===== config.mk =====
export PLATFORM = sky130hd
export DESIGN_NAME = arith_unit
export DESIGN_NICKNAME = d
export VERILOG_FILES = /design/src/design/arith_cfg_pkg.sv /design/src/design/arith_ops_pkg.sv /design/src/design/arith_unit.sv /design/src/design/nr_divider.sv /design/src/design/mul_unit.sv /design/src/design/compare_unit.sv
export SDC_FILE = /design/constraint.sdc
export NUM_CORES = 2
export LEC_CHECK = 0
export BUFFER_PORTS_ARGS = -buffer_cell sky130_fd_sc_hd__buf_2
export CAP_MARGIN = 10
export CORE_ASPECT_RATIO = 1.4
export CORE_MARGIN = 1.5
export CORE_UTILIZATION = 63
export CTS_CLUSTER_SIZE = 8
export DETAILED_ROUTE_END_ITERATION = 10
export PLACE_DENSITY = 0.81
export RECOVER_POWER = 25
export SYNTH_ARGS = -nofsm -noshare
export SYNTH_HDL_FRONTEND = slang
export SYNTH_SLANG_ARGS = --single-unit

===== constraint.sdc =====
create_clock -name clk -period 17 [get_ports clk]
set_input_delay 0 -clock clk [delete_from_list [all_inputs] [get_ports clk]]
set_output_delay 0 -clock clk [all_outputs]
set_load 0.01 [all_outputs]

===== src/design/arith_cfg_pkg.sv =====
package arith_cfg_pkg;

	// operand and result width
	// the multiplier split and the divider remainder are sized from this
	localparam int WORD_WIDTH = 32;

	// one slice of the multiplier's partial products
	localparam int HALF_WIDTH = WORD_WIDTH / 2;

	// divider step counter
	// must hold the full step count WORD_WIDTH, so 6 bits for 32
	localparam int STEP_CNT_WIDTH = 6;

	// one operand or result word
	typedef logic [WORD_WIDTH-1:0] word_t;

endpackage

===== src/design/arith_ops_pkg.sv =====
package arith_ops_pkg;

	// operation select
	// the two divide codes differ only in sign handling
	typedef enum logic [1:0]
	{
		OP_CMP,
		OP_MUL,
		OP_DIVU,
		OP_DIVS
	} arith_op_t;

	// one command as presented on the input side
	// 2 + 32 + 32 = 66 bits
	typedef struct packed
	{
		arith_op_t           op;
		arith_cfg_pkg::word_t a;
		arith_cfg_pkg::word_t b;
	} arith_cmd_t;

	// compare outcome
	// unsigned and signed less-than of a against b
	typedef struct packed
	{
		logic ltu;
		logic lts;
	} cmp_flags_t;

	// result word pair
	// value carries flags, product or quotient
	// rem is only nonzero for divides
	typedef struct packed
	{
		arith_cfg_pkg::word_t value;
		arith_cfg_pkg::word_t rem;
	} arith_result_t;

endpackage


===== src/design/arith_unit.sv =====
`timescale 1ns/100ps

module arith_unit
#(
	parameter int DIV_STEPS_PER_CYCLE = 1
)
(
	input  logic                         clk,
	input  logic                         rst,
	input  arith_ops_pkg::arith_cmd_t    cmd,
	input  logic                         cmd_enable,
	output logic                         ready,
	output logic                         done,
	output arith_ops_pkg::arith_result_t result
);

	import arith_cfg_pkg::*;
	import arith_ops_pkg::*;

	// one command in flight
	logic busy;
	logic accept;
	logic finish;
	arith_op_t op_q;

	// operands held for the sequential units
	word_t a_q;
	word_t b_q;

	cmp_flags_t cmp_flags;
	cmp_flags_t cmp_q;

	// start pulses land one cycle after the accept
	logic mul_start;
	logic div_start;
	logic mul_done;
	logic div_done;
	word_t mul_product;
	word_t div_quot;
	word_t div_rem;

	arith_result_t next_result;

	assign ready  = !busy;
	assign accept = cmd_enable && ready;
	// compare finishes on the first busy cycle, the others wait for their unit
	assign finish = busy && ((op_q == OP_CMP) || mul_done || div_done);

	compare_unit u_compare_unit
	(
		.a     (cmd.a),
		.b     (cmd.b),
		.flags (cmp_flags)
	);

	mul_unit u_mul_unit
	(
		.clk     (clk),
		.rst     (rst),
		.start   (mul_start),
		.a       (a_q),
		.b       (b_q),
		.done    (mul_done),
		.product (mul_product)
	);

	nr_divider
	#(
		.DIV_STEPS_PER_CYCLE (DIV_STEPS_PER_CYCLE)
	)
	u_nr_divider
	(
		.clk       (clk),
		.rst       (rst),
		.start     (div_start),
		.is_signed (op_q == OP_DIVS),
		.num       (a_q),
		.denom     (b_q),
		.done      (div_done),
		.quot      (div_quot),
		.rem       (div_rem)
	);

	// result word by the accepted opcode
	always_comb
	begin
		case (op_q)
			OP_CMP:
			begin
				// lts in bit 1, ltu in bit 0
				next_result.value = {{(WORD_WIDTH - 2){1'b0}}, cmp_q.lts, cmp_q.ltu};
				next_result.rem   = '0;
			end
			OP_MUL:
			begin
				next_result.value = mul_product;
				next_result.rem   = '0;
			end
			default:
			begin
				next_result.value = div_quot;
				next_result.rem   = div_rem;
			end
		endcase
	end

	always_ff @(posedge clk)
	begin
		if (rst)
		begin
			busy      <= 1'b0;
			done      <= 1'b0;
			op_q      <= OP_CMP;
			mul_start <= 1'b0;
			div_start <= 1'b0;
			result    <= '0;
		end
		else
		begin
			done      <= finish;
			mul_start <= accept && (cmd.op == OP_MUL);
			div_start <= accept && ((cmd.op == OP_DIVU) || (cmd.op == OP_DIVS));
			if (accept)
			begin
				busy <= 1'b1;
				op_q <= cmd.op;
			end
			else if (finish)
				busy <= 1'b0;
			// result holds until the next finish
			if (finish)
				result <= next_result;
		end
	end

	// operands and flags captured at the accept
	always_ff @(posedge clk)
	begin
		if (accept)
		begin
			a_q   <= cmd.a;
			b_q   <= cmd.b;
			cmp_q <= cmp_flags;
		end
	end

endmodule


===== src/design/nr_divider.sv =====
`timescale 1ns/100ps

module nr_divider
#(
	parameter int DIV_STEPS_PER_CYCLE = 1
)
(
	input  logic                 clk,
	input  logic                 rst,
	input  logic                 start,
	input  logic                 is_signed,
	input  arith_cfg_pkg::word_t num,
	input  arith_cfg_pkg::word_t denom,
	output logic                 done,
	output arith_cfg_pkg::word_t quot,
	output arith_cfg_pkg::word_t rem
);

	import arith_cfg_pkg::*;

	// partial remainder needs one sign bit above twice the word
	localparam int REM_WIDTH = 2 * WORD_WIDTH + 1;

	typedef enum logic [1:0]
	{
		DIV_IDLE,
		DIV_SETUP,
		DIV_STEP,
		DIV_FIX
	} div_state_t;

	// only even splits of the word into cycles
	if (!(DIV_STEPS_PER_CYCLE == 1 || DIV_STEPS_PER_CYCLE == 2 || DIV_STEPS_PER_CYCLE == 4))
	begin : g_bad_steps
		$error("nr_divider: DIV_STEPS_PER_CYCLE must be 1, 2 or 4");
	end

	div_state_t state;
	logic [STEP_CNT_WIDTH-1:0] step_cnt;

	// operand signs, already gated by is_signed
	logic num_neg_in;
	logic den_neg_in;
	logic num_neg;
	logic den_neg;
	word_t num_mag;
	word_t den_mag;

	// partial remainder, shifted divisor and +1/-1 digit bits
	logic [REM_WIDTH-1:0] p_rem;
	logic [REM_WIDTH-1:0] p_next;
	logic [REM_WIDTH-1:0] d_shift;
	logic [REM_WIDTH-1:0] rem_full;
	word_t q_digits;
	word_t q_next;
	word_t q_bin;
	word_t quot_mag;
	word_t rem_mag;

	assign num_neg_in = is_signed && num[WORD_WIDTH-1];
	assign den_neg_in = is_signed && denom[WORD_WIDTH-1];
	assign d_shift    = {1'b0, den_mag, {WORD_WIDTH{1'b0}}};

	// one cycle's worth of non-restoring steps
	// digit 1 when the remainder is non-negative, else digit -1 stored as 0
	always_comb
	begin
		p_next = p_rem;
		q_next = q_digits;
		for (int i = 0; i < DIV_STEPS_PER_CYCLE; i++)
		begin
			if (!p_next[REM_WIDTH-1])
			begin
				q_next = {q_next[WORD_WIDTH-2:0], 1'b1};
				p_next = (p_next << 1) - d_shift;
			end
			else
			begin
				q_next = {q_next[WORD_WIDTH-2:0], 1'b0};
				p_next = (p_next << 1) + d_shift;
			end
		end
	end

	always_ff @(posedge clk)
	begin
		if (rst)
		begin
			state    <= DIV_IDLE;
			step_cnt <= '0;
		end
		else
		begin
			case (state)
				DIV_IDLE:
				begin
					// take magnitudes, remember what was negative
					if (start)
					begin
						num_neg <= num_neg_in;
						den_neg <= den_neg_in;
						num_mag <= num_neg_in ? -num : num;
						den_mag <= den_neg_in ? -denom : denom;
						state   <= DIV_SETUP;
					end
				end
				DIV_SETUP:
				begin
					p_rem    <= {{(WORD_WIDTH + 1){1'b0}}, num_mag};
					q_digits <= '0;
					step_cnt <= STEP_CNT_WIDTH'(WORD_WIDTH);
					state    <= DIV_STEP;
				end
				DIV_STEP:
				begin
					p_rem    <= p_next;
					q_digits <= q_next;
					step_cnt <= step_cnt - STEP_CNT_WIDTH'(DIV_STEPS_PER_CYCLE);
					if (step_cnt == STEP_CNT_WIDTH'(DIV_STEPS_PER_CYCLE))
						state <= DIV_FIX;
				end
				default:
					state <= DIV_IDLE;
			endcase
		end
	end

	// fix stage, sampled by the parent while in DIV_FIX
	always_comb
	begin
		// digits in {-1,+1} to two's complement
		q_bin    = q_digits - ~q_digits;
		rem_full = p_rem;
		// negative final remainder: one too many, restore once
		if (p_rem[REM_WIDTH-1])
		begin
			q_bin    = q_bin - 1'b1;
			rem_full = p_rem + d_shift;
		end
		quot_mag = q_bin;
		rem_mag  = rem_full[2*WORD_WIDTH-1:WORD_WIDTH];

		// divide by zero: all ones and the numerator back
		if (den_mag == '0)
		begin
			quot_mag = '1;
			rem_mag  = num_mag;
		end

		// truncate toward zero, remainder follows the numerator
		quot = (num_neg ^ den_neg) ? -quot_mag : quot_mag;
		rem  = num_neg ? -rem_mag : rem_mag;
	end

	assign done = (state == DIV_FIX);

endmodule


===== src/design/mul_unit.sv =====
`timescale 1ns/100ps

module mul_unit
(
	input  logic                 clk,
	input  logic                 rst,
	input  logic                 start,
	input  arith_cfg_pkg::word_t a,
	input  arith_cfg_pkg::word_t b,
	output logic                 done,
	output arith_cfg_pkg::word_t product
);

	import arith_cfg_pkg::*;

	typedef enum logic [1:0]
	{
		MUL_IDLE,
		MUL_PART,
		MUL_SUM
	} mul_state_t;

	mul_state_t state;

	// operands held for the whole operation
	word_t a_q;
	word_t b_q;

	// low x low needs the full word
	word_t p_lo;
	// cross terms land at bit HALF_WIDTH, only their low halves survive
	logic [HALF_WIDTH-1:0] p_mid0;
	logic [HALF_WIDTH-1:0] p_mid1;
	logic [HALF_WIDTH-1:0] mid_sum;

	// high x high would start at bit 32, so it is never formed
	always_ff @(posedge clk)
	begin
		if (rst)
			state <= MUL_IDLE;
		else
		begin
			case (state)
				MUL_IDLE:
				begin
					if (start)
					begin
						a_q   <= a;
						b_q   <= b;
						state <= MUL_PART;
					end
				end
				MUL_PART:
				begin
					// three products side by side
					p_lo   <= a_q[HALF_WIDTH-1:0] * b_q[HALF_WIDTH-1:0];
					p_mid0 <= a_q[HALF_WIDTH-1:0] * b_q[WORD_WIDTH-1:HALF_WIDTH];
					p_mid1 <= a_q[WORD_WIDTH-1:HALF_WIDTH] * b_q[HALF_WIDTH-1:0];
					state  <= MUL_SUM;
				end
				default:
					state <= MUL_IDLE;
			endcase
		end
	end

	// final sum is taken by the parent at the end of MUL_SUM
	always_comb
	begin
		mid_sum = p_mid0 + p_mid1;
		product = {mid_sum, {HALF_WIDTH{1'b0}}} + p_lo;
	end

	assign done = (state == MUL_SUM);

endmodule


===== src/design/compare_unit.sv =====
`timescale 1ns/100ps

module compare_unit
(
	input  arith_cfg_pkg::word_t       a,
	input  arith_cfg_pkg::word_t       b,
	output arith_ops_pkg::cmp_flags_t  flags
);

	import arith_cfg_pkg::*;

	// carry out of a + ~b + 1
	logic  carry;
	// a - b, low word
	word_t diff;

	always_comb
	begin
		// subtract by adding the complement plus one
		{carry, diff} = {1'b0, a} + {1'b0, ~b} + {{WORD_WIDTH{1'b0}}, 1'b1};

		// no carry out means a borrow, so a < b unsigned
		flags.ltu = ~carry;

		// sign of the difference, flipped when the subtraction overflowed
		// overflow only if operand signs differ and the result sign left a's
		flags.lts = diff[WORD_WIDTH-1]
			^ ((a[WORD_WIDTH-1] ^ b[WORD_WIDTH-1])
			& (a[WORD_WIDTH-1] ^ diff[WORD_WIDTH-1]));
	end

endmodule


==> parameters.txt <==
Parameter                              Value

Route
  Number of nets with antenna violations after detailed routing    0
  Number of DRC violations after detailed-routing iteration 0    2329
  Number of iterations in the first detailed-routing pass    6
  DRC violations left    0
  Overall via count from detail_route    30909
  DRT Wirelength    108000 um
  Routed WL per cell    21.1 um
  DR vias/cell    6.03

Pwr
  Power per Cell Area    89.8 nW/um^2
  Peak ir drop on the vdd network    0.0813 mV
  Static leakage power    0.0191 uW

Final layout
  Fill cells    4724
  ANT cells    0
  Combined flip-flop and latch cell area    12300 sq um
  Most frequent standard cell in the layout excluding fill and tap cells    inv_1
  Growth of design area from synthesis to finish    9.24%
  Share of cells above drive strength 1    4.10%
  Fraction of the core area covered by cells at the end of the flow    69.5%
  Footprint of the multi-input gates    25100 sq um
  Count of nets after finishing    5019
  Leading cell types in the layout, fill and taps excluded    inv_1 (555), nand2_1 (443), fa_1 (359), edfxtp_1 (356), ha_1 (337)

CTS
  Clock sink count    436
  Post-CTS clock slew at the launch and capture registers of the worst setup and hold paths    0.05 ns
  Root buf cell    clkbuf_16
  Clock tree from TritonCTS    done
  Number of CTS-inserted buffers    61
  Postcts setup bufs    0
  Count of hold-fix buffers inserted at cts    70
  Maximum level of the CTS H-tree    2
  Clock insertion delay at the later pin of the skew report    0.66 ns
  Gates resized, CTS repair    0
  Number of buffers between clock root and the deepest sink    3

Synthesis
  Syn nets    4878
  Count of cell types in the netlist    88
  Average cell area after synthesis    9.75 sq um
  Count of flip-flops with a built-in enable after synthesis    356
  Number of instances in the synthesized netlist    4113
  Yosys warning count    0
  Netlist area before placement    40100 sq um
  Number of flip-flops and latches in the synthesized netlist    436
  Most common flop cell mapped by yosys    edfxtp_1
  Sequential fraction of the synthesis area    30.7%
  Async S/R FF share, synth    0%

Timing
  Tightest slew margin relative to the limit    -11.3%
  Slew @ Worst Pin    1.67 ns
  Achievable frequency    129 MHz
  Setup TNS    0 ns
  Post-route clock skew    0.0503 ns
  Max-slew violation total from the final report    33
  Setup repair after global routing missed its margin    false
  Min Hold Slack    0.0855 ns
  Shortest period the worst path allows    7.77 ns
  Final Hold Viols    0
  Setup Viol. Count Final    0
  Final worst-path cycle share    45.7%

Critical path
  Library cell contributing the largest single delay on the critical path    clkbuf_1
  Delay of the slowest cell on the worst path    1.19 ns
  Arrival time worst endpoint    8.14 ns
  Worst Reg2Reg Path Length in Cells    23
  Crit. End Element    flip-flop
  Largest fanout on the critical path    32
  Worst path cell trace    clkbuf_1 > nand2_1 > fa_1 > fa_1 > inv_1 > fa_1 > fa_1 > fa_1 > inv_1 > fa_1 > inv_1 > ha_1 > a21oi_1 > nand2_1 > nor3_1 > o211ai_1 > and3_1 > a41o_1 > a2111oi_0 > nor3_1 > or3_1 > a21oi_1 > xnor2_1
  Terminus of the critical flop-to-flop path    u_mul_unit.p_lo[28]$_DFFE_PP_
  Startpoint-to-endpoint class of the critical path    reg2reg
  Startpoint Class    flip-flop
  Register-to-register setup slack    9.23 ns
  Cell seen most often among critical-path stages    fa_1
  Worst R2R Start    u_mul_unit.a_q[0]$_DFFE_PP_
  CP Data Required Time    17.37 ns

Global routing
  GRT Overall Usage    34.0%
  Global-route wire length before repair    170000 um
  Pin count of the biggest net entering global routing    71
  Remaining global-route overflow    0
  Initial antenna violation count    3
  Number of global-route vias before repair    31604

Placement
  Detailed Place HPWL    80600 um
  RePlAce Congestion    0.968
  Port-buffer cells    134

Run
  # Max-Cap Violations    1

Min path
  Launch instance of the worst min-delay path    cmd[29]
  Hold depth    2
  Worst hold path endpoint    b_q[29]$_DFFE_PP_
  Path type of the worst min-delay path    in2reg

Floorplanning
  Width of the die    216 um
  Core region area    63000 sq um
  Die Ht    302 um
  Area enclosed by the die boundary    65200 sq um
  Number of top-level design ports    135
  Placement row count    109
  Starting Density    63.6%

Status
  Result of the run    complete, but fails checks
  Violations in the final reports    max-capacitance violations, max-slew violations
==> metrics by stage <==
stage                     instances  setup WS, ns  instance area (sq um)  power [uW]
after floorplan                4113          9.32                  40100        2400
after global placement         4953          9.82                  41500        2750
after detailed placement       4953          9.71                  41500        2780
after CTS                      5122          9.64                  44000        3930
after global routing           5122          8.76                  43800        4140
final                          5122          9.23                  43800        3930
==> metal layers <==
metal / track usage, % / part of all wire [%] / vias up
li1: - / - / 14012
met1: 38.8 / 35 / 15108
met2: 59.0 / 50 / 1363
met3: 4.27 / 7.1 / 420
met4: 24.1 / 8.3 / 6
met5: 0 / 0.033 / -
==> worst max path at each step <==
stage | start | end | slack [ns]
after global placement | u_mul_unit.a_q[4]$_DFFE_PP_ | u_mul_unit.p_lo[28]$_DFFE_PP_ | 9.82
final | u_mul_unit.a_q[0]$_DFFE_PP_ | u_mul_unit.p_lo[28]$_DFFE_PP_ | 9.23
after floorplan | rst | u_mul_unit.a_q[0]$_DFFE_PP_ | 9.32
after global routing | u_mul_unit.a_q[0]$_DFFE_PP_ | u_mul_unit.p_lo[28]$_DFFE_PP_ | 8.76
after CTS | u_mul_unit.a_q[11]$_DFFE_PP_ | u_mul_unit.p_lo[28]$_DFFE_PP_ | 9.64
after detailed placement | u_mul_unit.a_q[4]$_DFFE_PP_ | u_mul_unit.p_lo[28]$_DFFE_PP_ | 9.71
==> cells in the mapped netlist, types with 32 or more instances <==
library cell	number	share of area [%]
dfxtp_1	80	4.0
fa_1	359	18
nand3_1	33	0.41
xor2_1	115	2.5
a21o_1	71	1.3
o21ai_0	138	1.7
nor2_1	203	1.9
nor3_1	75	0.94
mux2_2	32	0.90
inv_1	555	5.2
xnor2_1	192	4.2
nand2_1	443	4.1
a21oi_1	190	2.4
and2_1	293	4.6
ha_1	337	11
clkbuf_1	144	1.3
edfxtp_1	356	27
==> report_power, final <==
part | switching, uW | total, uW | internal, uW
combinational | 824 | 1400 | 575
clock | 485 | 1150 | 663
sequential | 87.8 | 1390 | 1300
==> critical path: cells and delay by family (launching register included) <==
family | cells | cell delay (ns)
adders and majority gates | 7 | 3.23
buffers and inverters | 4 | 1.34
AOI/OAI and AO/OA | 5 | 1.33
and+or+nand+nor | 6 | 1.16
DFF | 1 | 0.32
xor gates and xnor gates | 1 | 0.08
==> kinds of logic (layout without fill, tap and decap cells) <==
| kind of cell | count (synthesis) | count (layout) | synth area share (%) |
|---|---|---|---|
| compound gates | 650 | 650 | 10.4 |
| xor+xnor | 307 | 307 | 6.71 |
| fa+ha+maj | 696 | 696 | 28.4 |
| buf+inv | 720 | 897 | 6.77 |
| flops | 436 | 436 | 30.7 |
| mux | 53 | 53 | 1.42 |
| simple gates | 1251 | 1251 | 15.6 |
==> layout make-up <==
type                       count  area share [%]
clock inverter                 5           0.203
inverter                     555            4.76
multi-input combinational   2957            57.4
tap                          832            2.38
timing repair buffer         243            3.42
sequential                   436            28.1
clock buffer                  94            3.79
==> sequential cells by signal (all words and copies together) (netlist names), 2 cells and up <==
name	cells
u_nr_divider.p_rem	65
result	64
a_q	32
b_q	32
u_mul_unit.a_q	32
u_mul_unit.b_q	32
u_mul_unit.p_lo	32
u_nr_divider.den_mag	32
u_nr_divider.num_mag	32
u_nr_divider.q_digits	31
u_mul_unit.p_mid0	16
u_mul_unit.p_mid1	16
u_nr_divider.step_cnt	6
cmp_q	2
op_q	2
u_mul_unit.state	2
u_nr_divider.state	2
(Power assumes the default switching activity.)
